<file path="src/source/hbus_pkg.sv">
// ~~~~~~~~~~~~~~~~~~~~
// Single HyperRAM, linear memory space only, no byte masks
// ~~~~~~~~~~~~~~~~~~~~
package hbus_pkg;

    // Bus and user widths
    typedef logic [15:0] hbus_word_t;
    typedef logic [7:0]  hbus_byte_t;
    typedef logic [31:0] hbus_addr_t;
    typedef logic [47:0] hbus_ca_t;

    // Counters
    typedef logic [4:0] burst_len_t;
    typedef logic [4:0] credit_t;
    typedef logic [4:0] lat_count_t;
    typedef logic [6:0] timeout_t;

    typedef enum logic [2:0] {
        st_reset,
        st_idle,
        st_command,
        st_latency,
        st_write,
        st_read,
        st_done,
        st_error
    } hbus_state_e;

    // 1x initial latency in clk cycles, doubled when RWDS is high
    localparam int TACC_CLOCKS = 6;

    // Device reset pulse after controller reset
    localparam int RESET_CYCLES = 4;

    // Read cycles allowed without a word
    localparam int READ_TIMEOUT = 64;

    // Write buffer depth and initial user credits
    localparam int WR_CREDITS = 16;

    // Read credits held by the controller after reset
    localparam int RD_CREDITS = 16;

    localparam int FIFO_PTR_W = $clog2(WR_CREDITS);

    // Command/address length in bus words
    localparam int CA_WORDS = 3;

endpackage

</file>
<file path="src/source/hbus_ca_builder.sv">
// ~~~~~~~~~~~~~~~~~~~~
// Linear memory bursts only; addr_i is a word address
// ~~~~~~~~~~~~~~~~~~~~
`timescale 1ns/1ps

module hbus_ca_builder (
    input  logic                   clk,
    input  logic                   rst,
    input  logic                   load_i,
    input  logic                   shift_i,
    input  logic                   we_i,
    input  hbus_pkg::hbus_addr_t   addr_i,
    output hbus_pkg::hbus_word_t   ca_word_o
);

    hbus_pkg::hbus_ca_t ca_q;

    // Shifted out from the top, one bus word per cycle
    always_ff @(posedge clk or posedge rst) begin
        if (rst) begin
            ca_q <= '0;
        end else if (load_i) begin
            ca_q[47]    <= ~we_i;          // 1 for read
            ca_q[46]    <= 1'b0;           // memory space
            ca_q[45]    <= 1'b1;           // linear burst
            ca_q[44:16] <= addr_i[31:3];   // row and upper column
            ca_q[15:3]  <= 13'd0;          // reserved
            ca_q[2:0]   <= addr_i[2:0];    // lower column
        end else if (shift_i) begin
            ca_q <= {ca_q[31:0], 16'h0000};
        end
    end

    assign ca_word_o = ca_q[47:32];

endmodule

</file>
<file path="config.mk">
export PLATFORM = sky130hd
export DESIGN_NAME = hbus_ca_builder
export DESIGN_NICKNAME = d
export VERILOG_FILES = /design/src/source/hbus_pkg.sv /design/src/source/hbus_ca_builder.sv
export SDC_FILE = /design/constraint.sdc
export NUM_CORES = 1
export LEC_CHECK = 0
export BUFFER_PORTS_ARGS = -buffer_cell sky130_fd_sc_hd__buf_2
export CAP_MARGIN = 10
export CORE_MARGIN = 4
export CORE_UTILIZATION = 44
export CTS_BUF_LIST = sky130_fd_sc_hd__clkbuf_8
export DETAILED_ROUTE_END_ITERATION = 16
export PLACE_DENSITY_LB_ADDON = 0.05
export SLEW_MARGIN = 10
export SYNTH_ARGS = -nofsm -noshare
export SYNTH_HDL_FRONTEND = slang
export SYNTH_SLANG_ARGS = --single-unit
</file>
<file path="constraint.sdc">
create_clock -name clk -period 1.15 [get_ports clk]
set_input_delay 0.0575 -clock clk [delete_from_list [all_inputs] [get_ports clk]]
set_output_delay 0.0575 -clock clk [all_outputs]
set_load 0.01 [all_outputs]
</file>
; ---- After elaboration in Yosys (flattened, before gate mapping)
; Index checks and enable logic that the tools add are counted.
[op_classes]
mux = 2
n_reduce_logical = 1
bitwise_logic = 1
[ops]
columns = operator, n
row1 = $mux W48, 2
row2 = $reduce_bool A2 Y1, 1
row3 = $not A1 Y1, 1
[word_totals]
elab_cells = 5
output_inout_bits = 16
ff_bits = 48

; ---- Logic depth before layout (Yosys ltp)
[logic_depth]
ltp_word = 2
mapped_depth = 4
mapped_depth_nobuf = 2

; ---- Worst setup path before layout
; No wires, ideal clock.
[synth_timing]
path_kind = register -> register
start = reg, netlist name ca_q[45]
end = reg ca_q[45]
path_stages_with_launch = 3
setup_ns = 0.124
arrival_ns = 0.713
slack_ns = 0.313
t_required_ns = 1.026
period_less_slack_ns = 0.837
path_cell_list = dfrtp_1 nor2b_1 a211o_1
[synth_lines]
columns = item, line
row1 = to (signal assigned), hbus_ca_builder.sv:30  ; ca_q <= {ca_q[31:0], 16'h0000};
row2 = to (decl), hbus_ca_builder.sv:16  ; hbus_pkg::hbus_ca_t ca_q;

; ---- Worst setup path after layout
[layout_timing]
start = reg ca_q[34]
end = out ca_word_o[2]
[layout_lines]
columns = item, line
row1 = from (signal assigned), hbus_ca_builder.sv:26  ; ca_q[44:16] <= addr_i[31:3];
row2 = from (signal assigned), hbus_ca_builder.sv:30
row3 = to (decl), hbus_ca_builder.sv:13  ; output hbus_pkg::hbus_word_t ca_word_o
; No word-level cell between the ends.

==> impl_metrics.env <==
export IMPL_status="complete, no violations"
export IMPL_placeableCoreArea_mm2=0.00366
export IMPL_gp_congestion=0.722
export IMPL_synth_common_cells="dfrtp_1, nand2_1, o21ai_0"
export IMPL_slew_violations=0
export IMPL_dr_pass1_iters=5
export IMPL_dieArea_mm2=0.00486
export IMPL_critPathCaptureType="primary output"
export IMPL_cts_setup_buffers=0
export IMPL_sw_frac_of_total_pct=24.5
export IMPL_crit_path_max_incr_delay_ns=0.39
export IMPL_setup_tns_final_ns=0
export IMPL_synth_top_area_cell="dfrtp_1"
export IMPL_synth_area_leaders="dfrtp_1, mux2i_1, buf_4"
export IMPL_max_freq_ghz=1.14
export IMPL_ys_seq_elements=35
export IMPL_postLayoutCellArea_mm2=0.00221
export IMPL_internal_power_mw=2.05
export IMPL_vias=1275
export IMPL_dpl_cell_area_mm2=0.00184
export IMPL_cts_tree="built"
export IMPL_synth_async_reset_ratio_pct=100
export IMPL_ff2ff_setup_slack_ns=0.28
export IMPL_holdWs_ns=0.00262
export IMPL_worst_pin_slew_ns=0.433
export IMPL_yosys_cell_types_count=16
export IMPL_num_rows=22
export IMPL_leakage_nw=1.10
export IMPL_fillCellCount=333
export IMPL_power_density_mw_per_mm2=1220
export IMPL_period_minus_slack_ns=0.874
export IMPL_p_clk_share_pct=32.1
export IMPL_synth_simple_area_share_pct=13.8
export IMPL_syn_avg_cell_area_um2=10.1
export IMPL_slowest_stage="dfrtp_1"
export IMPL_synth_flop_cell="dfrtp_1"
export IMPL_clkTransAtPathRegs_ns=0.07
export IMPL_wl_mm=3.30
export IMPL_crit_fanout=2
export IMPL_grt_pass1_vias=1299
export IMPL_top_regs="ca_q (35)"
export IMPL_wl_per_cell_um=11.9
export IMPL_dp_hpwl_mm=2.02
export IMPL_cts_root_buf="clkbuf_8"
export IMPL_ant_nets=0
export IMPL_cts_buffer_depth=2
export IMPL_yosysWarnings=0
export IMPL_worst_ir_drop_vdd_mv=0.927
export IMPL_top_register="ca_q"
export IMPL_die_h_um=69.7
export IMPL_crit_type="flop to primary output"
export IMPL_drive_gt1_share_pct=27.1
export IMPL_finalHoldViolations=0
export IMPL_synth_fa_ha_area_share_pct=0
export IMPL_syn_nets=202
export IMPL_num_io_pins=53
export IMPL_combPwrFrac_pct=16.7
export IMPL_setup_violations=0
export IMPL_cts_buffers=5
export IMPL_grt_pass1_wl_mm=5.89
export IMPL_largest_register_ffs=35
export IMPL_worstPathArrival_ns=0.82
export IMPL_start_kind="flop"
export IMPL_required_ns=1.09
export IMPL_synth_top_area_share_pct=52.3
export IMPL_finalNetCount=266
export IMPL_drc=0
export IMPL_hold_class="primary input to flop"
export IMPL_die_w_um=69.7
export IMPL_synth_compound_area_share_pct=10.1
export IMPL_grt_remaining_overflow=0
export IMPL_maxCapViolCount=0
export IMPL_syn_area_mm2=0.00167
export IMPL_maxSlewHeadroom_pct=71.1
export IMPL_routed_via_density=4.60
export IMPL_grt_max_degree=68
export IMPL_portBuffers=52
export IMPL_p_seq_share_pct=51.1
export IMPL_path_cells="buf_2"
export IMPL_clkSinkCount=35
export IMPL_start_util_pct=45.7
export IMPL_synth_top_family_by_area="simple AND/OR/NAND/NOR gates"
export IMPL_yosysSeqAreaShare_pct=52.3
export IMPL_syn_to_final_growth_pct=32.3
export IMPL_drt_iter0_markers=45
export IMPL_htree_num_levels=2
export IMPL_yosys_mux_area_fraction_pct=11.4
export IMPL_skew_ns=0.00414
export IMPL_synth_edf_count=0
export IMPL_syn_instance_count=165
export IMPL_fin_crit_sh_pct=76.0
export IMPL_path_delay_family="flip-flops"
export IMPL_n_antenna_cell=0
export IMPL_grt_usage_pct=15.0
export IMPL_rsz0062_at_grt="no"
export IMPL_synth_most_common_cell="dfrtp_1"
export IMPL_antenna_found_initial=0
export IMPL_netSwitchingPower_mw=0.664
export IMPL_clock_latency_ns=0.28
export IMPL_critPathBufInv=1
export IMPL_synthXorXnorAreaFrac_pct=0
cells by family after synthesis:
logic type / after synthesis
flip-flops: 35
buffers and inverters: 28
AND/OR/NAND/NOR: 50
multiplexers: 19
AO/OA/AOI/OAI: 33
final cells by class:
class | instances | area, um^2 | area share (%)
flip-flops and latches | 35 | 876 | 39.5
multi-input cells | 102 | 589 | 26.6
clock inverters | 1 | 5.00 | 0.226
clock buffers | 6 | 82.6 | 3.73
well taps | 48 | 60.1 | 2.71
inverters | 1 | 3.75 | 0.169
repair buffers | 84 | 598 | 27.0
cell usage in the layout, fill, tap and decap left out, drive strengths merged:
master,n
inv,1
nand2,32
dfrtp,35
a211o,1
mux2i,19
nor2,1
o21ai,32
buf,55
clkbuf,6
dlygate4sd3,29
nand2b,16
nor2b,1
clkinv,1
power by group through the flow:
stage / Clock (mW) / Sequential [mW] / Combinational [mW]
after global routing: 0.958 / 1.40 / 0.512
after floorplan: 0 / 1.40 / 0.316
after global placement: 0 / 1.40 / 0.376
after CTS: 0.915 / 1.39 / 0.462
after detailed placement: 0 / 1.41 / 0.386
final: 0.871 / 1.39 / 0.454
routing by layer:
metal	vias up	global-route usage, %	wire (um)
li1	654	-	-
met1	577	18.6	1470
met2	38	23.7	1580
met3	6	4.78	205
met4	0	7.02	42
met5	-	0	0
what timing repair did:
item / 4_1_cts / 5_1_grt
hold buffers: 29 / 0
hold endpoints to repair: 63 / 0
gates resized for setup: 0 / 0
stage by stage:
stage	setup slack, ns	utilization [%]	instances	total power [mW]
floorplan	0.313	-	165	1.71
global placement	0.300	50.2	241	1.78
detailed placement	0.292	50.2	241	1.80
CTS	0.255	60.5	277	2.77
global route	0.245	60.5	277	2.87
finish	0.276	60.5	277	2.71
final timing paths:
path,startpoint,end,depth (start not counted)
max in group asynchronous,rst,ca_q[43],4
worst min-delay path,addr_i[13],ca_q[26],3
min in group asynchronous,rst,ca_q[40],4
worst max register to register,ca_q[45],ca_q[45],2
worst min register to register,ca_q[29],ca_q[45],1
worst max-delay path,ca_q[34],ca_word_o[2],1
Power figures use the tool's default switching activity.
