<file path="src/source/hbus_pkg.sv">
// ~~~~~~~~~~~~~~~~~~~~
// Single HyperRAM, linear memory space only, no byte masks
// ~~~~~~~~~~~~~~~~~~~~
package hbus_pkg;

    // Bus and user widths
    typedef logic [15:0] hbus_word_t;
    typedef logic [7:0]  hbus_byte_t;
    typedef logic [31:0] hbus_addr_t;
    typedef logic [47:0] hbus_ca_t;

    // Counters
    typedef logic [4:0] burst_len_t;
    typedef logic [4:0] credit_t;
    typedef logic [4:0] lat_count_t;
    typedef logic [6:0] timeout_t;

    typedef enum logic [2:0] {
        st_reset,
        st_idle,
        st_command,
        st_latency,
        st_write,
        st_read,
        st_done,
        st_error
    } hbus_state_e;

    // 1x initial latency in clk cycles, doubled when RWDS is high
    localparam int TACC_CLOCKS = 6;

    // Device reset pulse after controller reset
    localparam int RESET_CYCLES = 4;

    // Read cycles allowed without a word
    localparam int READ_TIMEOUT = 64;

    // Write buffer depth and initial user credits
    localparam int WR_CREDITS = 16;

    // Read credits held by the controller after reset
    localparam int RD_CREDITS = 16;

    localparam int FIFO_PTR_W = $clog2(WR_CREDITS);

    // Command/address length in bus words
    localparam int CA_WORDS = 3;

endpackage

</file>
<file path="src/source/hbus_latency_counter.sv">
// ~~~~~~~~~~~~~~~~~~~~
// RWDS is sampled once, in the last command cycle
// ~~~~~~~~~~~~~~~~~~~~
`timescale 1ns/1ps

module hbus_latency_counter (
    input  logic clk,
    input  logic rst,
    input  logic start_i,
    input  logic rwds_sample_i,
    input  logic run_i,
    input  logic to_run_i,
    input  logic word_seen_i,
    output logic lat_done_o,
    output logic to_expired_o
);

    hbus_pkg::lat_count_t lat_q;
    hbus_pkg::timeout_t   to_q;

    // Initial latency, 1x or 2x
    always_ff @(posedge clk or posedge rst) begin
        if (rst) begin
            lat_q <= '0;
        end else if (start_i) begin
            if (rwds_sample_i) begin
                lat_q <= hbus_pkg::lat_count_t'(2 * hbus_pkg::TACC_CLOCKS);
            end else begin
                lat_q <= hbus_pkg::lat_count_t'(hbus_pkg::TACC_CLOCKS);
            end
        end else if (run_i && lat_q != '0) begin
            lat_q <= lat_q - 1'b1;
        end
    end

    assign lat_done_o = run_i && (lat_q == hbus_pkg::lat_count_t'(1));

    // Read timeout, restarted by every word
    always_ff @(posedge clk or posedge rst) begin
        if (rst) begin
            to_q <= hbus_pkg::timeout_t'(hbus_pkg::READ_TIMEOUT - 1);
        end else if (!to_run_i || word_seen_i) begin
            to_q <= hbus_pkg::timeout_t'(hbus_pkg::READ_TIMEOUT - 1);
        end else if (to_q != '0) begin
            to_q <= to_q - 1'b1;
        end
    end

    assign to_expired_o = to_run_i && (to_q == '0);

endmodule

</file>
<file path="config.mk">
export PLATFORM = sky130hd
export DESIGN_NAME = hbus_latency_counter
export DESIGN_NICKNAME = d
export VERILOG_FILES = /design/src/source/hbus_pkg.sv /design/src/source/hbus_latency_counter.sv
export SDC_FILE = /design/constraint.sdc
export NUM_CORES = 1
export LEC_CHECK = 0
export BUFFER_PORTS_ARGS = -buffer_cell sky130_fd_sc_hd__buf_2
export CAP_MARGIN = 20
export CORE_MARGIN = 4
export CORE_UTILIZATION = 40
export DETAILED_ROUTE_END_ITERATION = 10
export GPL_TIMING_DRIVEN = 1
export PLACE_DENSITY = 0.63
export SLEW_MARGIN = 15
export SYNTH_ARGS = -nofsm -noshare
export SYNTH_HDL_FRONTEND = slang
export SYNTH_SLANG_ARGS = --single-unit
</file>
<file path="constraint.sdc">
create_clock -name clk -period 5.1 [get_ports clk]
set_clock_uncertainty 0.1 [all_clocks]
set_input_delay 0.255 -clock clk [delete_from_list [all_inputs] [get_ports clk]]
set_output_delay 0.255 -clock clk [all_outputs]
set_load 0.1 [all_outputs]
</file>
# Yosys cells after proc, flatten, opt, wreduce, memory -nomap -nowiden
# Cells that the tools add are included.
# Widths: inputs -> output; s select.
op_classes:
  n_mux: 5
  n_eq_ne: 1
  add_sub_neg: 2
  reduce_logical: 10
op_table:
  columns: ["cell", "n"]
  rows:
  - ["$mux 7", 2]
  - ["$mux 5", 2]
  - ["$logic_not 7->1", 1]
  - ["$reduce_bool 7->1", 1]
  - ["$sub 7x1->7 const B", 1]
  - ["$eq 5x1->1 const B", 1]
  - ["$reduce_bool 5->1", 1]
  - ["$sub 5x1->5 const B", 1]
  - ["$mux 4", 1]
  - ["$reduce_bool 2->1", 2]
  - ["$logic_and 1x1->1", 3]
  - ["$logic_not 1->1", 1]
  - ["$logic_or 1x1->1", 1]
totals:
  wordCells: 20
  regBits: 12
  input_bits: 7

# Logic depth before layout (Yosys ltp)
logic_depth:
  ltp_word: 4
  ltp_mapped: 5
  depth_no_buf: 5

# Worst setup path after synthesis
# Ideal clock, no wire load.
synth_path:
  kind: "flip-flop to output port"
  from: "reg to_q[0]"
  to: "out to_expired_o"
  required_time_ns: 4.745
  path_slack_ns: 2.938
  path_buffers: 0
  path_stages_with_launch: 5
  t_arrival_ns: 1.807
  cell_sequence: "dfstp_2 inv_1 ha_1 nor3b_1 and3_1"
synth_between:
  elab_chain_cells: 2
synth_rtl:
  columns: ["element", "line", "rtl"]
  rows:
  - ["start: declaration", "hbus_latency_counter.sv:19", "hbus_pkg::timeout_t to_q;"]
  - ["start signal: assignment", "hbus_latency_counter.sv:41", "to_q <= hbus_pkg::timeout_t'(hbus_pkg::READ_TIMEOUT - 1);"]
  - ["start signal: assignment", "hbus_latency_counter.sv:43", "to_q <= hbus_pkg::timeout_t'(hbus_pkg::READ_TIMEOUT - 1);"]
  - ["start signal: assignment", "hbus_latency_counter.sv:45", "to_q <= to_q - 1'b1;"]
  - ["$logic_not 7->1", "hbus_latency_counter.sv:49", "assign to_expired_o = to_run_i && (to_q == '0);"]
  - ["$logic_and 1x1->1", "hbus_latency_counter.sv:49", null]
  - ["end: declaration", "hbus_latency_counter.sv:15", "output logic to_expired_o"]
# No other way between the ends.

# Worst setup path in the final report
# Same ends and word-level chain as after synthesis.

==> summary.txt <==
Critical Path Slowest Stage Cell: nor3b_1
Drt pass-1 iters: 4
Initial antenna violation count: 0
Routed Antenna Nets: 0
Layout Nets: 96
IO buf count: 8
Maxcap violations: 0
Mean Syn Cell Area: 9.801 sq um
Static leakage: 0.0003400 uW
Ratio of cells with drive above 1 in the final layout: 0.2738
Chip height: 50 um
Detailed Route Iter0 Violations: 15
DR top layer: met3
Initial Utilization: 0.4427
Wl on met1: 675 um
Ant diodes: 0
Worst IR Drop VDD: 0.1521 mV
WP data required: 4.74 ns
Vias in the first global route: 485
Crit Path Class: reg2out
Worst hold path type: in2reg
RD Place Congestion: 0.8064
Fin crit period: 2.409 ns
Max Root-Sink Buffers: 2
Crit-path cells: inv_1 -> ha_1 -> nor3b_1 -> and3_1 -> buf_2
#FFs+latches synth: 12
RSZ-0062 raised after global routing: no
CTS root buf: clkbuf_4
Startpoint types: flop
Largest net degree at the start of global routing: 13
CTS tree: yes
Post-route cell area: 817.0 sq um
CP endpoint kind: output port
Most frequent cells in the layout: buf_2, o21ai_0, inv_1
DR WL met2: 547 um
Core Area: 1594 sq um
Seq/Total Area, Yosys: 0.4362
GRT Overall Usage: 0.1113
Yosys warns: 0
IO Count: 9
Congestion Overflow GR: 0
Final setup fails: 0
Global-route wire length before repair: 2125 um
Die area: 2500 sq um
# rows: 14
Mapped cell area: 705.7 sq um
Slew Viols, Final: 0
Vias per cell: 5.380
Post-layout util: 0.5126
Outcome: completed
Die Width: 50 um
Arrival time of the worst setup path: 2.05 ns
Slew headroom: 0.6254
WL met3: 57 um
Overall power: 197.1 uW
Commonest non-fill, non-tap cell in the layout: buf_2
Setup bufs post-CTS: 0
Post-Synthesis Cells: 72
Clk pin slew, worst setup/hold paths: 0.07 ns
Period utilisation layout: 0.4724
Total clock sinks: 12
Count of cell types in the netlist: 33
Per-cell routed wire length: 11.85 um
Post-Route WL: 1280 um
Worst Tran Pin Value: 0.5607 ns
FF/Latch Area: 307.8 sq um
Filler instances: 139
Multi-input logic area: 366.6 sq um
Drt drc: 0
Crit-path max cell delay: 0.49 ns
P per Cell Area: 241.3 nW/um^2
Largest fanout on the critical path: 5
Num CTS Buffers: 3
Post-Synthesis Net Count: 83
Final Hold Viols: 0
DP HPWL: 999.4 um
Fmax: 415.1 MHz
Syn-to-layout area delta: 15.78%
Vias: 581
Clk_lat worst skew: 0.27 ns
Setup_tns: 0 ns
H-tree depth: 1
Placed inst area: 770.7 sq um
-- synthesized netlist by cell type --
cell	count	area [sq um]
nand2b_1	3	18.77
o21a_1	1	7.510
or3_1	1	6.260
or4b_1	1	10.01
and3_1	2	12.51
or4b_4	1	13.76
a2111o_1	1	11.26
ha_1	4	50.05
and4_1	1	8.760
dfstp_2	6	157.7
nor3_1	2	10.01
or3b_2	1	8.760
or4_1	1	7.510
o31ai_1	1	7.510
nor4_1	1	6.260
nor2b_1	1	6.260
inv_1	7	26.28
dfrtp_1	6	150.1
o21ai_0	7	35.03
nor2_1	2	7.510
buf_2	1	5.000
nand3b_1	1	7.510
a311oi_1	1	8.760
or2_2	1	6.260
or3_4	1	11.26
a31o_2	1	8.760
a21oi_1	6	30.03
o21bai_1	1	7.510
a21o_1	3	22.52
a31oi_1	1	6.260
nor3b_1	1	7.510
nand3_1	3	15.01
a211oi_1	1	7.510
-- kinds of logic after synthesis --
| kind of cell | synth area share |
|---|---|
| adders and majority gates | 0.07092 |
| AOI/OAI and AO/OA | 0.2163 |
| buffers and inverters | 0.04433 |
| DFF | 0.4362 |
| and+or+nand+nor | 0.2323 |
-- registers in the layout, summed over array words and instances, names as in the netlist --
name and flops:
lat_q 5, to_q 7
-- through the flow --
stage | hold WS [ns] | worst slack (ns) | instances
4_1_cts | 0.1101 | 2.692 | 108
3_3_place_gp | 0.1843 | 3.037 | 103
6_report | 0.1168 | 2.691 | 108
3_5_place_dp | 0.1730 | 3.001 | 103
5_1_grt | 0.1222 | 2.514 | 108
2_1_floorplan | 0.01540 | 2.938 | 72
-- worst max-delay path: cells and delay by family, from the launching register on --
family	cells	cell delay [ns]
flip-flops	1	0.37
buffers and inverters	2	0.52
adder cells (fa/ha/maj)	1	0.18
AND/OR/NAND/NOR	2	0.71
-- path summary, 6_finish.rpt --
kind	from	end	slack [ns]	cells after the start
min in group asynchronous	rst	lat_q[3]$_DFFE_PP0P_	0.42	3
max	to_q[0]$_DFFE_PP1P_	to_expired_o	2.69	5
min	start_i	lat_q[0]$_DFFE_PP0P_	0.12	2
max in group asynchronous	rst	to_q[2]$_DFFE_PP1P_	4.14	3
min reg2reg	to_q[5]$_DFFE_PP1P_	to_q[5]$_DFFE_PP1P_	0.43	2
max reg2reg	lat_q[0]$_DFFE_PP0P_	lat_q[1]$_DFFE_PP0P_	3.28	5
-- what timing repair did --
item,CTS,global route
gates resized for setup,0,0
hold buffers,1,0
endpoints found under the hold margin,6,0
-- report_power, final --
| part | total, uW | internal (uW) | switching [uW] |
|---|---|---|---|
| combinational | 21.3 | 9.63 | 11.7 |
| sequential | 103 | 99.7 | 3.39 |
| clock | 72.7 | 43.4 | 29.3 |
-- cell type report --
type,instances,area share
Inverter,7,0.03216
Clock buffer,4,0.04441
Tap cell,24,0.03675
Sequential cell,12,0.3767
Timing Repair Buffer,9,0.06126
Multi-Input combinational cell,52,0.4487
-- metal layers --
metal  vias up  track usage
met4         0      0.01382
li1        292            -
met2        11       0.1522
met3         0      0.05422
met5         -            0
met1       278       0.1596
No activity file was read; power rests on OpenSTA's default activity.
