**src/source/hbus_pkg.sv**
```systemverilog
// ~~~~~~~~~~~~~~~~~~~~
// Single HyperRAM, linear memory space only, no byte masks
// ~~~~~~~~~~~~~~~~~~~~
package hbus_pkg;

    // Bus and user widths
    typedef logic [15:0] hbus_word_t;
    typedef logic [7:0]  hbus_byte_t;
    typedef logic [31:0] hbus_addr_t;
    typedef logic [47:0] hbus_ca_t;

    // Counters
    typedef logic [4:0] burst_len_t;
    typedef logic [4:0] credit_t;
    typedef logic [4:0] lat_count_t;
    typedef logic [6:0] timeout_t;

    typedef enum logic [2:0] {
        st_reset,
        st_idle,
        st_command,
        st_latency,
        st_write,
        st_read,
        st_done,
        st_error
    } hbus_state_e;

    // 1x initial latency in clk cycles, doubled when RWDS is high
    localparam int TACC_CLOCKS = 6;

    // Device reset pulse after controller reset
    localparam int RESET_CYCLES = 4;

    // Read cycles allowed without a word
    localparam int READ_TIMEOUT = 64;

    // Write buffer depth and initial user credits
    localparam int WR_CREDITS = 16;

    // Read credits held by the controller after reset
    localparam int RD_CREDITS = 16;

    localparam int FIFO_PTR_W = $clog2(WR_CREDITS);

    // Command/address length in bus words
    localparam int CA_WORDS = 3;

endpackage

```
**src/source/hbus_ctrl.sv**
```systemverilog
// ~~~~~~~~~~~~~~~~~~~~
// One burst at a time; credits are checked before acceptance
// st_error is left only through rst
// ~~~~~~~~~~~~~~~~~~~~
`timescale 1ns/1ps

module hbus_ctrl (
    input  logic                   clk,
    input  logic                   rst,
    input  logic                   req_i,
    input  logic                   we_i,
    input  hbus_pkg::burst_len_t   len_i,
    input  logic                   lat_done_i,
    input  logic                   to_expired_i,
    input  hbus_pkg::credit_t      wf_count_i,
    input  hbus_pkg::credit_t      rd_credits_i,
    input  logic                   word_seen_i,
    output logic                   ready_o,
    output logic                   busy_o,
    output logic                   error_o,
    output logic                   hbus_rst_n_o,
    output logic                   hbus_cs_n_o,
    output logic                   ca_load_o,
    output logic                   ca_shift_o,
    output logic                   lat_start_o,
    output logic                   lat_run_o,
    output logic                   to_run_o,
    output logic                   ck_en_o,
    output logic                   dq_oe_o,
    output logic                   rwds_oe_o,
    output logic                   tx_sel_o,
    output logic                   wf_pop_o,
    output logic                   rc_enable_o
);

    hbus_pkg::hbus_state_e state_q;
    hbus_pkg::hbus_state_e state_d;
    logic [2:0]            step_q;
    hbus_pkg::burst_len_t  words_q;
    logic                  we_q;
    logic                  accept;
    logic                  reset_end;
    logic                  cmd_last;
    logic                  len_ok;

    // A read cannot pause, so all of its credits must be in hand
    assign len_ok  = (len_i != '0) && (we_i ? (wf_count_i >= len_i)
                                            : (rd_credits_i >= len_i));
    assign ready_o = (state_q == hbus_pkg::st_idle) && len_ok;
    assign accept  = req_i && ready_o;

    assign reset_end = (step_q == 3'(hbus_pkg::RESET_CYCLES - 1));
    assign cmd_last  = (step_q == 3'(hbus_pkg::CA_WORDS - 1));

    always_comb begin
        state_d = state_q;
        case (state_q)
            hbus_pkg::st_reset:   if (reset_end) state_d = hbus_pkg::st_idle;
            hbus_pkg::st_idle:    if (accept) state_d = hbus_pkg::st_command;
            hbus_pkg::st_command: if (cmd_last) state_d = hbus_pkg::st_latency;
            hbus_pkg::st_latency: begin
                if (lat_done_i) begin
                    state_d = we_q ? hbus_pkg::st_write : hbus_pkg::st_read;
                end
            end
            hbus_pkg::st_write:   if (words_q == 5'd1) state_d = hbus_pkg::st_done;
            hbus_pkg::st_read: begin
                if (word_seen_i) begin
                    if (words_q == 5'd1) state_d = hbus_pkg::st_done;
                end else if (to_expired_i) begin
                    state_d = hbus_pkg::st_error;
                end
            end
            hbus_pkg::st_done:    state_d = hbus_pkg::st_idle;
            default:              state_d = hbus_pkg::st_error;
        endcase
    end

    always_ff @(posedge clk or posedge rst) begin
        if (rst) begin
            state_q <= hbus_pkg::st_reset;
            step_q  <= '0;
            words_q <= '0;
            we_q    <= 1'b0;
        end else begin
            state_q <= state_d;
            // Shared by the reset wait and the CA words
            if (state_d != state_q) begin
                step_q <= '0;
            end else begin
                step_q <= step_q + 1'b1;
            end
            if (accept) begin
                words_q <= len_i;
                we_q    <= we_i;
            end else if (wf_pop_o || (rc_enable_o && word_seen_i)) begin
                words_q <= words_q - 1'b1;
            end
        end
    end

    assign busy_o       = (state_q != hbus_pkg::st_idle);
    assign error_o      = (state_q == hbus_pkg::st_error);
    assign hbus_rst_n_o = (state_q != hbus_pkg::st_reset);
    assign hbus_cs_n_o  = !(state_q inside {hbus_pkg::st_command, hbus_pkg::st_latency,
                                            hbus_pkg::st_write, hbus_pkg::st_read});

    assign ca_load_o   = accept;
    assign ca_shift_o  = (state_q == hbus_pkg::st_command) && !cmd_last;
    assign lat_start_o = (state_q == hbus_pkg::st_command) && cmd_last;
    assign lat_run_o   = (state_q == hbus_pkg::st_latency);
    assign to_run_o    = (state_q == hbus_pkg::st_read);
    assign rc_enable_o = (state_q == hbus_pkg::st_read);

    // Enable is registered on the falling edge, so look one state ahead
    assign ck_en_o = state_d inside {hbus_pkg::st_command, hbus_pkg::st_latency,
                                     hbus_pkg::st_write, hbus_pkg::st_read};

    assign dq_oe_o   = (state_q == hbus_pkg::st_command) || (state_q == hbus_pkg::st_write);
    assign rwds_oe_o = (state_q == hbus_pkg::st_write);
    assign tx_sel_o  = (state_q == hbus_pkg::st_write);
    assign wf_pop_o  = (state_q == hbus_pkg::st_write);

endmodule

```
**config.mk**
```make
export PLATFORM = sky130hd
export DESIGN_NAME = hbus_ctrl
export DESIGN_NICKNAME = d
export VERILOG_FILES = /design/src/source/hbus_pkg.sv /design/src/source/hbus_ctrl.sv
export SDC_FILE = /design/constraint.sdc
export NUM_CORES = 1
export LEC_CHECK = 0
export ABC_AREA = 1
export ABC_CLOCK_PERIOD_IN_PS = 2000
export BUFFER_PORTS_ARGS = -buffer_cell sky130_fd_sc_hd__buf_4
export CELL_PAD_IN_SITES_DETAIL_PLACEMENT = 1
export CELL_PAD_IN_SITES_GLOBAL_PLACEMENT = 1
export CORE_MARGIN = 8
export CORE_UTILIZATION = 35
export CTS_CLUSTER_SIZE = 20
export DETAILED_ROUTE_END_ITERATION = 8
export PLACE_DENSITY = 0.88
export SLEW_MARGIN = 40
export SYNTH_ARGS = -nofsm -noshare
export SYNTH_HDL_FRONTEND = slang
export SYNTH_SLANG_ARGS = --single-unit
```
**constraint.sdc**
```tcl
create_clock -name clk -period 2 [get_ports clk]
set_input_delay 0.2 -clock clk [delete_from_list [all_inputs] [get_ports clk]]
set_output_delay 0.2 -clock clk [all_outputs]
set_load 0.02 [all_outputs]
```
# Yosys cells after proc, flatten, opt, wreduce, memory -nomap -nowiden
# Cells that the tools add are included.
# op_classes
n_reduce_logical	16
add_sub_neg	2
order_cmp	2
eq_ne	16
mux	13
# ops
cell	n
two-way mux 3 bit	8
one-hot mux 3 bit (7 select lines)	1
equality test 3 x 2 -> 1 bit (second input constant)	6
equality test 3 bit (second input constant)	6
greater-or-equal comparator 5 bit	2
two-way mux 5 bit	2
nonzero test 4 bit	2
logical AND 1 bit	6
equality test 5 x 1 -> 1 bit (second input constant)	1
nonzero test 5 bit	1
subtractor 5 x 1 -> 5 bit (second input constant)	1
adder 3 x 1 -> 3 bit (second input constant)	1
equality test 3 x 1 -> 1 bit (second input constant)	1
zero test 3 bit	1
!= test 3 x 1 -> 1 bit (second input constant)	1
!= test 3 bit	1
nonzero test 3 bit	1
zero test 1 bit	2
logical OR 1 bit	2
two-way mux 1 bit	2
nonzero test 2 bit	1
# totals
register_bits	12
wordCells	53
out_inout_bits	16

# Logic depth before layout (Yosys ltp)
# logic_depth
depth_word	9
mapped_depth	14
depth_no_buf	14

# Least setup slack after synthesis
# OpenSTA, ideal clock, no wires.
# synth_path
path_kind	reg2out
startpoint	register state_q[1]
endpoint	output ck_en_o
t_arrival_ns	1.451
stages_incl_launch_ff	9
path_slack_ns	0.349
required_time_ns	1.800
cell_sequence	dfrtp_1 > inv_1 > nand3_1 > inv_2 > o21ai_0 > nand2_1 > inv_1 > nand2_1 > xor2_1
# synth_via
elab_cells_between_ends	22
cone_classes	eq/ne: 10; mux: 8; reduce/logical: 4
# synth_rtl
item	line	source
start: declaration	hbus_ctrl.sv:36	hbus_pkg::hbus_state_e state_q;
start signal: assignment	hbus_ctrl.sv:81	state_q <= hbus_pkg::st_reset;
start signal: assignment	hbus_ctrl.sv:86	state_q <= state_d;
equality test 3 bit *	--	
via rc_enable_o	hbus_ctrl.sv:33	output logic rc_enable_o
one-hot mux 3 bit (7 select lines) *	hbus_ctrl.sv:57	case (state_q)
via state_d[1]	hbus_ctrl.sv:37	hbus_pkg::hbus_state_e state_d;
equality test 3 x 2 -> 1 bit / equality test 3 bit (equally long branches)	hbus_ctrl.sv:116	assign ck_en_o = state_d inside {hbus_pkg::st_command, hbus_pkg::st_latency,
nonzero test 4 bit *	hbus_ctrl.sv:116	
end: declaration	hbus_ctrl.sv:28	output logic ck_en_o,
# Mark *: on every way through the listed nets, which the timed path passes. The rest lies on a longest branch.

# Worst setup path after layout
# layout_path
startpoint	register state_q[1]
endpoint	output ck_en_o
# layout_via
elab_chain_cells	7
elab_cells_between_ends	22
cone_classes	eq/ne: 10; mux: 8; reduce/logical: 4
# layout_rtl
item	line	source
equality test 3 x 1 -> 1 bit	hbus_ctrl.sv:49, hbus_ctrl.sv:57	
logical AND 1 bit	hbus_ctrl.sv:49	assign ready_o = (state_q == hbus_pkg::st_idle) && len_ok;
logical AND 1 bit	hbus_ctrl.sv:50	assign accept = req_i && ready_o;
two-way mux 3 bit	hbus_ctrl.sv:59	hbus_pkg::st_idle: if (accept) state_d = hbus_pkg::st_command;
one-hot mux 3 bit (7 select lines) *	hbus_ctrl.sv:57	
via state_d[1]	hbus_ctrl.sv:37	
equality test 3 x 2 -> 1 bit / equality test 3 bit (equally long branches)	hbus_ctrl.sv:116	
nonzero test 4 bit *	hbus_ctrl.sv:116	
# Marks and branches as above.

==> flow_summary_export.csv <==
group,metric,value,unit
layout,finish.utilization,50.1,%
placed_design,hpwl,2.57,mm
layout,final_nets,248,
detailed_routing,routed_wl,3.35,mm
timing,setup_viol,0,
floorplan,fp.dieH,73.3,um
critical_path,crit_type,"flop to output port",
synthesis,synth.avg_cell_area,6.97,um2
critical_path,reg2reg_depth,9,
floorplan,core,3230,um2
layout,fin_area,1620,um2
pwr,total_power,0.536,mW
synthesis,synth_compound_area_share,10.1,%
worst_hold_path,holdCritStartpoint,"len_i[1]",
synthesis,syn_area,1150,um2
synthesis,synth_xor_area_share,3.05,%
flow_run,max_cap_viol_count,0,
pwr,p_leak,0.943,nW
layout,fill_cells,432,
placed_design,placed_cells,244,
layout,final-instance-count-excl-fill,256,
timing,fin_crit_sh,94.7,%
worst_hold_path,hold_path_end,"words_q[1]",
detailed_routing,drtAntennaViolNets,0,
cts,path_clk_slew,0.08,ns
synthesis,synth_top_cell_area_share,26.1,%
placed_design,dpl_cell_area,1460,um2
timing,setup_tns,0,ns
cts,cts_tree,"built",
detailed_routing,remaining_drc_errors,0,
global_route,grt_pass1_wl,5.32,mm
synthesis,ys_warn_count,0,
timing,rsz0062_at_grt,"true",
floorplan,num_rows,21,
timing,max_slew_margin,68.6,%
synthesis,synth_area_leaders,"dfrtp_1, ha_1, inv_1",
synthesis,yosys.area_share.simple,28.3,%
global_route,track_usage,12.4,%
cts,clkLatencyLatePin,0.27,ns
floorplan,fp.dieW,73.3,um
global_route,antenna_found_initial,0,
timing,worstMarginPinSlew,0.470,ns
floorplan,initial_utilization,35.6,%
detailed_routing,route.vias.total,1190,
synthesis,synth.distinct_cells,23,
synthesis,synthAdderAreaFrac,16.3,%
status,status,"complete, no violations",
timing,slew_violations,0,
critical_path,arrival,1.69,ns
critical_path,start_kind,"flop",
layout,drive_gt1_share,36.2,%
cts,cts_made_buffers,3,
detailed_routing,drtPass1Iterations,4,
synthesis,synth_nets,202,
global_route,grt_pass1_vias,1203,
timing,finalClockSkew,0.00259,ns
synthesis,ys_seq_area_share,26.1,%
synthesis,synth_seq_cells,12,
critical_path,timing.rr.start,"state_q[1]",
cts,htreeDepth,1,
detailed_routing,wl_per_cell,13.1,um
timing,hold_viol,0,
pwr,p_per_area,331,nW/um2
critical_path,critPathRequiredTime,1.80,ns
worst_hold_path,hold_path.class,"input port to flop",
layout,synthToLayoutAreaGrowth,40.9,%
critical_path,path_max_fanout,6,
timing,min_period,1.89,ns
cts,clock_sinks,12,
floorplan,die-area,5380,um2
synthesis,synth.largest_area_cell,"dfrtp_1",
synthesis,synthMuxAreaShare,0,%
global_route,overflow,0,
pwr,peakVddDrop,174,uV
floorplan,pin_count,38,
layout,layout_commonest_cell,"buf_4",
worst_hold_path,whs_path_depth,3,
critical_path,worst_setup_path_end_kind,"output port",
timing,fmax,0.528,GHz
layout,layout_common_cells,"buf_4, inv_1, nand2_1, nor2_1, ha_1",
synthesis,synth_top_family_by_area,"simple AND/OR/NAND/NOR gates",
placed_design,numPortBuffers,37,
global_route,grt_max_degree,13,
detailed_routing,drt-vias-per-instance,4.65,
critical_path,rrSetupSlack,0.28,ns
detailed_routing,drtIter0Drc,28,
cts,clockRootBuffer,"clkbuf_4",
synthesis,synthCells,165,
critical_path,r2r-end,"step_q[0]",
placed_design,place.gp.congestion,0.817,
cts,clockBufferDepth,2,
layout,n_antenna_cell,0,
==> logic make-up (layout without fill, tap and decap cells) <==
family / after synthesis / after routing
buffers and inverters: 45 / 90
DFF: 12 / 12
xor gates and xnor gates: 4 / 4
and+or+nand+nor: 72 / 72
adders and majority gates: 15 / 15
AOI/OAI and AO/OA: 17 / 17
==> cells in the mapped netlist (all sizes together) <==
cell	number
dfrtp	12
nor3	2
o31ai	1
nand3	12
nand4	3
nand2	38
o21ai	7
ha	15
nor2	17
inv	40
buf	5
a21oi	4
xor2	4
o221ai	4
a211oi	1
==> layer usage <==
layer	part of all wire, %	vias up	routed length [um]	track usage [%]
met2	48	40	1600	20.6
met1	44	541	1480	14.9
li1	-	603	-	-
met5	0	-	0	0
met4	1.6	0	52	5.99
met3	6.2	6	209	2.18
==> area by class of cell <==
| cell class | instances | area (um2) | area share (%) |
|---|---|---|---|
| flip-flops and latches | 12 | 304 | 18.8 |
| clock buffers | 4 | 36.3 | 2.24 |
| multi-input cells | 108 | 722 | 44.6 |
| inverters | 40 | 153 | 9.42 |
| repair buffers | 46 | 348 | 21.5 |
| well taps | 46 | 57.6 | 3.55 |
==> worst max-delay path, stage by stage, from the launching register on <==
cell,delay (ns)
dfrtp_2,0.49
nor3_4,0.24
nand2_1,0.09
inv_2,0.08
nand4_4,0.11
nand2_2,0.09
xor2_1,0.16
buf_4,0.17
==> state kept, by name (all words and copies together) (netlist names) <==
name,flops
words_q,5
state_q,3
step_q,3
we_q,1
==> power breakdown <==
| group | internal, mW | switching [mW] | total (mW) |
|---|---|---|---|
| combinational | 0.0485 | 0.0500 | 0.0985 |
| sequential | 0.242 | 0 | 0.242 |
| clock | 0.111 | 0.0842 | 0.195 |
| total | 0.401 | 0.134 | 0.536 |
==> how the worst max path moves through the flow <==
stage | from | endpoint | slack, ns | cells after the start
floorplan | state_q[1] | ck_en_o | 0.35 | 8
global placement | state_q[0] | ck_en_o | 0.22 | 11
detailed placement | len_i[2] | step_q[0] | 0.16 | 13
CTS | words_q[1] | ck_en_o | 0.004 | 10
global route | state_q[1] | ck_en_o | -0.04 | 10
finish | state_q[1] | ck_en_o | 0.11 | 7
==> per-stage QoR <==
stage / hold WS [ns] / worst slack (ns)
after floorplan: 0.0647 / 0.349
after global placement: 0.231 / 0.221
after detailed placement: 0.250 / 0.156
after CTS: 0.155 / 0.00373
after global routing: 0.179 / -0.0371
final: 0.163 / 0.106
==> what timing repair did <==
action,CTS,global route
gates resized for setup,4,19
gates cloned,0,0
hold endpoints to repair,12,0
hold buffers,1,0
pin swaps,0,4
setup endpoints to repair,1,2
buffers inserted,4,3
(Power assumes the default switching activity.)
