`config.mk`:
```
export PLATFORM = sky130hd
export DESIGN_NAME = hbus_write_fifo
export DESIGN_NICKNAME = d
export VERILOG_FILES = /design/src/source/hbus_pkg.sv /design/src/source/hbus_write_fifo.sv
export SDC_FILE = /design/constraint.sdc
export NUM_CORES = 1
export LEC_CHECK = 0
export ABC_AREA = 1
export BUFFER_PORTS_ARGS = -buffer_cell sky130_fd_sc_hd__buf_2
export CELL_PAD_IN_SITES_DETAIL_PLACEMENT = 0
export CELL_PAD_IN_SITES_GLOBAL_PLACEMENT = 2
export CORE_MARGIN = 2
export CORE_UTILIZATION = 41
export CTS_CLUSTER_DIAMETER = 100
export CTS_CLUSTER_SIZE = 25
export DETAILED_ROUTE_END_ITERATION = 12
export PLACE_DENSITY = 0.9
export SLEW_MARGIN = 30
export SYNTH_ARGS = -nofsm -noshare
export SYNTH_HDL_FRONTEND = slang
export SYNTH_SLANG_ARGS = --single-unit
```
`constraint.sdc`:
```
create_clock -name clk -period 2.2 [get_ports clk]
set_input_delay 0.22 -clock clk [delete_from_list [all_inputs] [get_ports clk]]
set_output_delay 0.22 -clock clk [all_outputs]
set_load 0.02 [all_outputs]
```
`src/source/hbus_pkg.sv`:
```
// ~~~~~~~~~~~~~~~~~~~~
// Single HyperRAM, linear memory space only, no byte masks
// ~~~~~~~~~~~~~~~~~~~~
package hbus_pkg;

    // Bus and user widths
    typedef logic [15:0] hbus_word_t;
    typedef logic [7:0]  hbus_byte_t;
    typedef logic [31:0] hbus_addr_t;
    typedef logic [47:0] hbus_ca_t;

    // Counters
    typedef logic [4:0] burst_len_t;
    typedef logic [4:0] credit_t;
    typedef logic [4:0] lat_count_t;
    typedef logic [6:0] timeout_t;

    typedef enum logic [2:0] {
        st_reset,
        st_idle,
        st_command,
        st_latency,
        st_write,
        st_read,
        st_done,
        st_error
    } hbus_state_e;

    // 1x initial latency in clk cycles, doubled when RWDS is high
    localparam int TACC_CLOCKS = 6;

    // Device reset pulse after controller reset
    localparam int RESET_CYCLES = 4;

    // Read cycles allowed without a word
    localparam int READ_TIMEOUT = 64;

    // Write buffer depth and initial user credits
    localparam int WR_CREDITS = 16;

    // Read credits held by the controller after reset
    localparam int RD_CREDITS = 16;

    localparam int FIFO_PTR_W = $clog2(WR_CREDITS);

    // Command/address length in bus words
    localparam int CA_WORDS = 3;

endpackage

```
`src/source/hbus_write_fifo.sv`:
```
// ~~~~~~~~~~~~~~~~~~~~
// No full check; the user must respect its write credits
// ~~~~~~~~~~~~~~~~~~~~
`timescale 1ns/1ps

module hbus_write_fifo (
    input  logic                   clk,
    input  logic                   rst,
    input  logic                   wr_valid_i,
    input  hbus_pkg::hbus_word_t   wr_data_i,
    input  logic                   pop_i,
    output hbus_pkg::hbus_word_t   head_o,
    output hbus_pkg::credit_t      count_o,
    output logic                   wr_credit_o
);

    hbus_pkg::hbus_word_t              mem [hbus_pkg::WR_CREDITS];
    logic [hbus_pkg::FIFO_PTR_W-1:0]   wr_ptr_q;
    logic [hbus_pkg::FIFO_PTR_W-1:0]   rd_ptr_q;
    hbus_pkg::credit_t                 count_q;
    logic                              credit_q;

    always_ff @(posedge clk) begin
        if (wr_valid_i) begin
            mem[wr_ptr_q] <= wr_data_i;
        end
    end

    always_ff @(posedge clk or posedge rst) begin
        if (rst) begin
            wr_ptr_q <= '0;
            rd_ptr_q <= '0;
            count_q  <= '0;
            credit_q <= 1'b0;
        end else begin
            if (wr_valid_i) begin
                wr_ptr_q <= wr_ptr_q + 1'b1;
            end
            if (pop_i) begin
                rd_ptr_q <= rd_ptr_q + 1'b1;
            end
            count_q  <= count_q + hbus_pkg::credit_t'(wr_valid_i)
                                - hbus_pkg::credit_t'(pop_i);
            // One credit back per word sent to the bus
            credit_q <= pop_i;
        end
    end

    assign head_o      = mem[rd_ptr_q];
    assign count_o     = count_q;
    assign wr_credit_o = credit_q;

endmodule

```
After elaboration in Yosys (flattened, before gate mapping)
Memory sizes are Yosys's and may differ from the RTL's. Index checks and enable logic that the tools add are counted.

Add/sub/neg operators: 4. Multiplexer cells: 2.

Operators by type and width (count): 4-bit by 1-bit adder with 4-bit output (second input constant) (2); 5-bit by 1-bit adder with 5-bit output (1); 5-bit by 1-bit subtractor with 5-bit output (1); 1-bit 2-to-1 mux (2).

Memory bits (writable): 256. Memories kept: 1. Logic and storage cells: 11. Input port bits: 20. Register bits after elaboration: 14.

Memories: mem (depth 16, bits a word 16, read ports 1, clocked after Yosys merged registers in 0, wr ports 1, line hbus_write_fifo.sv:17) `hbus_pkg::hbus_word_t mem [hbus_pkg::WR_CREDITS];`.

Longest topological paths before layout
Gate-level depths: netlist of the first run.

Depth after elaboration: 2. Gate-level depth with buffers: 10. Gate-level depth less buffers: 8.

Worst setup path after synthesis of the first run
OpenSTA, ideal clock, no wires.

Path type: register -> register. Start point: register wr_ptr_q[0] in the netlist's numbering. End point: memory mem[12][0] in the netlist's numbering (enable). Arrival time: 1.448 ns. Path buffers: 0. Data required time: 1.812 ns. Slack: 0.363 ns. Stages on the path, launching flop included: 5. Clock period less this slack: 1.837 ns. Cells stage by stage: dfrtp_1 -> inv_1 -> ha_1 -> nand2_1 -> nor2_1.

RTL lines: from (decl) (line hbus_write_fifo.sv:18) `logic [hbus_pkg::FIFO_PTR_W-1:0] wr_ptr_q;`; from (signal assigned) (line hbus_write_fifo.sv:37) `wr_ptr_q <= wr_ptr_q + 1'b1;`; to (decl) (line hbus_write_fifo.sv:17).

No word-level cell before the write port.

Worst setup path in the final report of the first run
Start point: register rd_ptr_q[0] in the netlist's numbering. End point: output head_o[4].

Longest elaborated chain between the ends: 1.

RTL lines: from (decl) (line hbus_write_fifo.sv:19) `logic [hbus_pkg::FIFO_PTR_W-1:0] rd_ptr_q;`; from (signal assigned) (line hbus_write_fifo.sv:40) `rd_ptr_q <= rd_ptr_q + 1'b1;`; memory 16 x 16 bit; to (decl) (line hbus_write_fifo.sv:12) `output hbus_pkg::hbus_word_t head_o,`.

No other way between the ends.

==> metrics.md, run 1 <==
| Metric | Value |
|---|---|
| Worst min path class | `in2reg` |
| Via Count | `7751` |
| Tightest Pin Transition | `0.530 ns` |
| Initial antenna violation count | `0` |
| Drt first pass iters | `5` |
| Hold Violations, Final | `0` |
| Worst skew pair latency | `0.50 ns` |
| Design Area, Final | `13800 um^2` |
| CP startpoint kind | `flip-flop` |
| DRC errors left | `0` |
| Status | `finished with violations` |
| RSZ-0062 raised after global routing | `true` |
| PwrDens | `1300 nW/um^2` |
| WL final | `30600 um` |
| Syn. warnings | `0` |
| Max-slew headroom | `64.6%` |
| Static Leak | `0.00591 uW` |
| CP required | `1.98 ns` |
| CP Max Fanout | `7` |
| Critical path endpoint category | `output pin` |
| Detail Placement HPWL | `15700 um` |
| Worst Skew | `0.0189 ns` |
| Non-Filler Instances | `1571` |
| CTS Buf Count | `15` |
| Max Transition Viols Final | `0` |
| Core area | `28500 um^2` |
| Largest net degree at the start of global routing | `57` |
| # port buffers | `41` |
| Fmax | `0.434 GHz` |
| Largest family of logic cells by synthesized area | `simple AND/OR/NAND/NOR gates` |
| Setup violations, final | `16` |
| Total gr overflow | `0` |
| CTS tree | `yes` |
| Vias in the first global route | `7408` |
| Crit path DAT | `2.08 ns` |
| Antenna diode count | `0` |
| Die area | `30200 um^2` |
| Worst-path clk slew | `0.10 ns` |
| Clock Path Buffers | `3` |
| #FFs+latches synth | `270` |
| Fin crit period | `2.30 ns` |
| Post-Syn Area | `11800 um^2` |
| Hold Slack | `0.0391 ns` |
| Failing checks | `setup timing` |
| Mapped Avg Cell Area | `10.6 um^2` |
| Kind of critical path | `reg2out` |
| Die Height | `174 um` |
| Io pins | `42` |
| Post-synthesis adder-cell area fraction | `1.23%` |
| Post-route antenna net violation count | `0` |
| Ys flop type | `edfxtp_1` |
| Seq/Total Area, Yosys | `68.1%` |
| Maximum VDD drop | `0.000743 V` |
| Post-synthesis mux area share | `0%` |
| EDFF count, synth | `256` |
| First-pass GRT wire length | `44200 um` |
| Post-synthesis xor/xnor area fraction | `0.742%` |
| Synth Instances | `1118` |
| DR WL/cell | `19.5 um` |
| Compound-Gate Fraction of Synth Area | `0.170%` |
| # clock sinks | `270` |
| CTS H-Tree Depth | `1` |
| Placed insts | `1527` |
| Simple-gate share of the synthesized area | `19.9%` |
| Gr usage total | `19.2%` |
| Die width | `174 um` |
| DRT iter0 DRCs | `742` |
| Worst Setup Slack, final | `-0.104 ns` |
| Max-cap violations | `0` |
| Initial core utilization | `41.4%` |
| Fin crit share | `105%` |
| Count of cell types in the netlist | `21` |
| Setup TNS | `-1.11 ns` |
| Net count, final | `1214` |
| Clock root cell | `clkbuf_16` |
| Layout cells sized above 1 | `16.0%` |
| # rows | `62` |
| Area grow syn2layout | `16.9%` |
| Placed instance area | `12600 um^2` |
| Via/cell ratio | `4.93` |
| Syn_nets | `1149` |
| Final weighted congestion in routability-driven placement | `0.732` |
| Asr flop ratio synth | `5.19%` |
[cell usage after synthesis, types with 2 or more instances]
library cell | count | area [um^2]
nand3_1 | 194 | 971
buf_4 | 11 | 82.6
dfrtp_1 | 14 | 350
a21oi_1 | 2 | 10.0
buf_1 | 2 | 7.51
clkbuf_1 | 6 | 22.5
buf_6 | 13 | 146
xor2_1 | 9 | 78.8
inv_1 | 206 | 773
nand4_1 | 2 | 12.5
o21ai_0 | 2 | 10.0
edfxtp_1 | 256 | 7690
ha_1 | 10 | 125
nand2_1 | 349 | 1310
buf_2 | 21 | 105
nor2_1 | 16 | 60.1
[what timing repair did]
| action | in CTS | in global routing |
|---|---|---|
| cloned | 6 | 11 |
| hold buffers | 2 | 0 |
| pin swaps | 4 | 44 |
| gates resized for setup | 27 | 74 |
| hold endpoints to repair | 17 | 0 |
| endpoints found under the setup margin | 16 | 16 |
| setup buffers | 3 | 1 |
[final cells by class]
type                            instances  area [um^2]
Tap cell                              384          480
Clock inverter                          2         32.5
Timing Repair Buffer                  100         1180
Sequential cell                       270         8040
Fill cell                            2653        14800
Clock buffer                           19          390
Timing Repair inverter                  2         17.5
Multi-Input combinational cell        586         2850
Inverter                              208          793
[cell usage in the layout (no fill, tap or decap)]
cell / n
buf_12: 8
nand3_1: 170
nand2_1: 320
fa_1: 1
nand2_4: 3
inv_12: 3
nor2_2: 16
ha_1: 10
buf_4: 30
inv_6: 2
edfxtp_1: 256
buf_6: 17
dfrtp_2: 1
inv_2: 1
nand3_2: 24
clkbuf_16: 23
buf_16: 9
xor2_1: 9
xnor2_1: 1
buf_8: 1
o21ai_0: 2
buf_2: 25
clkbuf_1: 4
nand4_1: 2
nand2_2: 26
dfrtp_4: 1
dlygate4sd3_1: 2
clkinv_1: 1
a21oi_1: 2
inv_1: 205
dfrtp_1: 12
[metrics by stage]
stage / total power (uW) / setup WS [ns] / util [%]
2_1_floorplan: 11100 / 0.363 / -
5_1_grt: 19000 / -0.170 / 48.3
6_report: 18000 / -0.104 / 48.3
3_5_place_dp: 13100 / 0.331 / 44.0
4_1_cts: 16800 / -0.0725 / 46.5
3_3_place_gp: 13000 / 0.342 / 44.0
[worst max-delay path, cell delays in order (launching register included)]
cell and delay, ns:
dfrtp_4 0.61, buf_12 0.22, clkbuf_16 0.20, nand2_2 0.05, nand3_1 0.07, nand3_1 0.08, nand3_1 0.12, nand2_1 0.08
buf_6 0.13
[worst paths after layout]
check                                        start                 endpoint  slack, ns  cells after the start
min                                     wr_valid_i  wr_ptr_q[0]$_DFFE_PP0P_       0.04                      2
max reg2reg                   count_o[0]$_DFF_PP0_     count_o[4]$_DFF_PP0_       0.48                      8
max                        rd_ptr_q[0]$_DFFE_PP0P_                head_o[4]      -0.10                      8
min reg2reg                wr_ptr_q[0]$_DFFE_PP0P_  wr_ptr_q[0]$_DFFE_PP0P_       0.55                      1
min in group asynchronous                      rst  rd_ptr_q[2]$_DFFE_PP0P_       0.29                      3
max in group asynchronous                      rst  rd_ptr_q[0]$_DFFE_PP0P_       1.51                      3
[state kept, by name, indices dropped and copies added, names as in the netlist]
name / count
wr_credit_o: 1
mem: 256
wr_ptr_q: 4
rd_ptr_q: 4
count_o: 5
[routing by layer]
| layer | wire length (um) | vias up | track usage [%] |
|---|---|---|---|
| li1 | - | 3716 | - |
| met1 | 13400 | 3729 | 26.8 |
| met2 | 14400 | 259 | 31.7 |
| met3 | 2110 | 47 | 2.74 |
| met4 | 701 | 0 | 5.36 |
| met5 | 0 | - | 0 |
[report_power, final]
part	switching (uW)	leakage (uW)	internal, uW
logic	5240	0.00324	3270
clock network	1680	0.000204	1300
registers	254	0.00247	6230
total	7180	0.00591	10800
[cells by family (layout without fill, tap and decap cells)]
| kind of cell | count (synthesis) | after routing |
|---|---|---|
| AO/OA/AOI/OAI | 4 | 4 |
| adder cells (fa/ha/maj) | 11 | 11 |
| buffers and inverters | 262 | 331 |
| AND/OR/NAND/NOR | 561 | 561 |
| XOR/XNOR | 10 | 10 |
| flip-flops | 270 | 270 |
(Power assumes the default switching activity.)
==> inputs of run 2 (changes only) <==
--- a/config.mk
+++ b/config.mk
@@ -15,6 +15,7 @@
 export CTS_CLUSTER_SIZE = 25
 export DETAILED_ROUTE_END_ITERATION = 12
 export PLACE_DENSITY = 0.9
+export REMOVE_ABC_BUFFERS = 1
 export SLEW_MARGIN = 30
 export SYNTH_ARGS = -nofsm -noshare
 export SYNTH_HDL_FRONTEND = slang
==> metrics.md, run 2 (synthesis gave the netlist of run 1 again) <==
| Metric | Value |
|---|---|
| Antenna diode count | `0 (unchanged)` |
| Max-cap violations | `0 (unchanged)` |
| Drt first pass iters | `5 (unchanged)` |
| Gr usage total | `19.6% (was 19.2%)` |
| Most common cell after layout, fill and taps aside | `nand2_1 (unchanged)` |
| Critical Path Start | `rd_ptr_q[0]$_DFFE_PP0P_ (unchanged)` |
| CTS Buf Count | `14 (was 15)` |
| Io pins | `42 (unchanged)` |
| Area grow syn2layout | `17.5% (was 16.9%)` |
| PwrDens | `1300 nW/um^2 (about the same)` |
| CP required | `1.98 ns (about the same)` |
| Largest net degree at the start of global routing | `43 (was 57)` |
| First-pass GRT wire length | `44200 um (about the same)` |
| Commonest non-fill, non-tap cells in the layout | `nand2_1, edfxtp_1, inv_1 (unchanged)` |
| Status | `finished with violations (unchanged)` |
| RSZ-0062 raised after global routing | `true (unchanged)` |
| Worst min path class | `in2reg (unchanged)` |
| CP Cell Sequence | `inv_12, buf_12, buf_16, nand2_1, nand3_2, nand3_1, nand3_1, nand2_1, buf_6 (was buf_12, clkbuf_16, nand2_2, nand3_1, nand3_1, nand3_1, nand2_1, buf_6)` |
| DR WL/cell | `19.2 um (was 19.5 um)` |
| Worst Skew | `0.0136 ns (was 0.0189 ns)` |
| # clock sinks | `270 (unchanged)` |
| Setup TNS | `-0.219 ns (was -1.11 ns)` |
| Setup violations, final | `11 (was 16)` |
| Final weighted congestion in routability-driven placement | `0.740 (was 0.732)` |
| Via Count | `7735 (was 7751)` |
| Die width | `174 um (unchanged)` |
| Fmax | `0.441 GHz (was 0.434 GHz)` |
| Hold Slack | `0.0320 ns (was 0.0391 ns)` |
| CP Max Fanout | `8 (was 7)` |
| Static Leak | `0.00595 uW (was 0.00591 uW)` |
| Maximum VDD drop | `0.000805 V (was 0.000743 V)` |
| CP startpoint kind | `flip-flop (unchanged)` |
| Critical path endpoint category | `output pin (unchanged)` |
| Layout cells sized above 1 | `16.8% (was 16.0%)` |
| Core area | `28500 um^2 (unchanged)` |
| Failing checks | `setup timing (unchanged)` |
| Max Transition Viols Final | `0 (unchanged)` |
| Die area | `30200 um^2 (unchanged)` |
| Fin crit share | `103% (was 105%)` |
| Clock Path Buffers | `3 (unchanged)` |
| Crit path DAT | `2.05 ns (was 2.08 ns)` |
| # rows | `62 (unchanged)` |
| Area of the multi-input gates | `2880 um^2 (was 2850 um^2)` |
| CTS H-Tree Depth | `1 (unchanged)` |
| Worst skew pair latency | `0.49 ns (was 0.50 ns)` |
| Total power | `18000 uW (about the same)` |
| Hold_sp | `wr_valid_i (unchanged)` |
| Total gr overflow | `0 (unchanged)` |
| Slowest cell delay on critical path | `0.57 ns (was 0.61 ns)` |
| Layout fillers | `2669 (was 2653)` |
| Kind of critical path | `reg2out (unchanged)` |
| DRC errors left | `0 (unchanged)` |
| Vias in the first global route | `7199 (was 7408)` |
| Net count, final | `1220 (was 1214)` |
| CTS tree | `yes (unchanged)` |
| Clock root cell | `clkbuf_16 (unchanged)` |
| Detail Placement HPWL | `15500 um (was 15700 um)` |
| # port buffers | `41 (unchanged)` |
| Max FFs per register | `256 (unchanged)` |
| Register area | `8040 um^2 (unchanged)` |
| Initial antenna violation count | `0 (unchanged)` |
| Register with the most flip-flops | `mem (unchanged)` |
| Tightest Pin Transition | `0.589 ns (was 0.530 ns)` |
| Via/cell ratio | `4.91 (was 4.93)` |
| Die Height | `174 um (unchanged)` |
| Fin crit period | `2.27 ns (was 2.30 ns)` |
| DRT iter0 DRCs | `679 (was 742)` |
| Worst-path clk slew | `0.09 ns (was 0.10 ns)` |
| CP max-delay cell | `dfrtp_4 (unchanged)` |
| WL final | `30200 um (was 30600 um)` |
| Hold Violations, Final | `0 (unchanged)` |
| Worst Setup Slack, final | `-0.0651 ns (was -0.104 ns)` |
| Post-route antenna net violation count | `0 (unchanged)` |
| Initial core utilization | `41.4% (unchanged)` |
| R2r startpoint | `wr_ptr_q[1]$_DFFE_PP0P_ (was count_o[0]$_DFF_PP0_)` |
| Max-slew headroom | `60.7% (was 64.6%)` |
## run 2: cell count changes in the layout (fill, tap and decap cells not counted), sizes merged
cell | previous run | this run
buf | 90 | 103
clkbuf | 27 | 22
inv | 211 | 207
clkinvlp | 0 | 1
## run 2: what timing repair did
| item | in CTS | in global routing |
|---|---|---|
| pin swaps | 2 | 27 |
| buffers inserted | 8 | 2 |
| cloned | 10 | 4 |
| endpoints found under the setup margin | 16 | 16 |
| hold endpoints to repair | 15 | 0 |
| resized for setup | 38 | 75 |
| hold buffers | 2 | 0 |
## run 2: routing by layer
metal	track usage [%]	share of wire [%]
met1	26.2	42
met2	34.3	51
met3	2.26	5.5
met4	4.52	1.8
met5	0	0
## run 2: worst max-delay path: cells and delay by family (launching register included)
family / cells / cell delay, ns
buf+inv: 4 / 0.56
flops: 1 / 0.57
simple gates: 5 / 0.43
## run 2: layout make-up
type	count	share of cell area, %
Clock buffer	18	2.79
Clock inverter	1	0.0541
Inverter	208	5.72
Multi-Input combinational cell	586	20.8
Sequential cell	270	58.0
Tap cell	384	3.46
Timing Repair Buffer	109	9.19
## run 2: where the power goes
| part | internal [uW] | total, uW | leakage (uW) | switching [uW] |
|---|---|---|---|---|
| combinational | 3460 | 8740 | 0.00329 | 5280 |
| sequential | 6230 | 6460 | 0.00247 | 226 |
| clock | 1250 | 2800 | 0.000189 | 1550 |
| total | 10900 | 18000 | 0.00595 | 7060 |
## run 2: final timing paths
path | end | slack, ns | depth (start not counted)
min | wr_ptr_q[0]$_DFFE_PP0P_ | 0.03 | 2
min in group asynchronous | rd_ptr_q[3]$_DFFE_PP0P_ | 0.32 | 3
min reg2reg | wr_ptr_q[0]$_DFFE_PP0P_ | 0.57 | 1
max in group asynchronous | rd_ptr_q[0]$_DFFE_PP0P_ | 1.43 | 3
max reg2reg | mem[1][6]$_DFFE_PP_ | 0.42 | 5
max | head_o[1] | -0.07 | 9
## run 2: stage by stage
step	setup slack [ns]	instances	area (um^2)	util, %
final	-0.0651	1576	13900	48.6
after global routing	-0.126	1576	13900	48.6
after CTS	-0.0458	1571	13500	47.2
after detailed placement	0.364	1532	12600	44.1
after global placement	0.419	1532	12600	44.1
after floorplan	-1.92	1064	11400	-
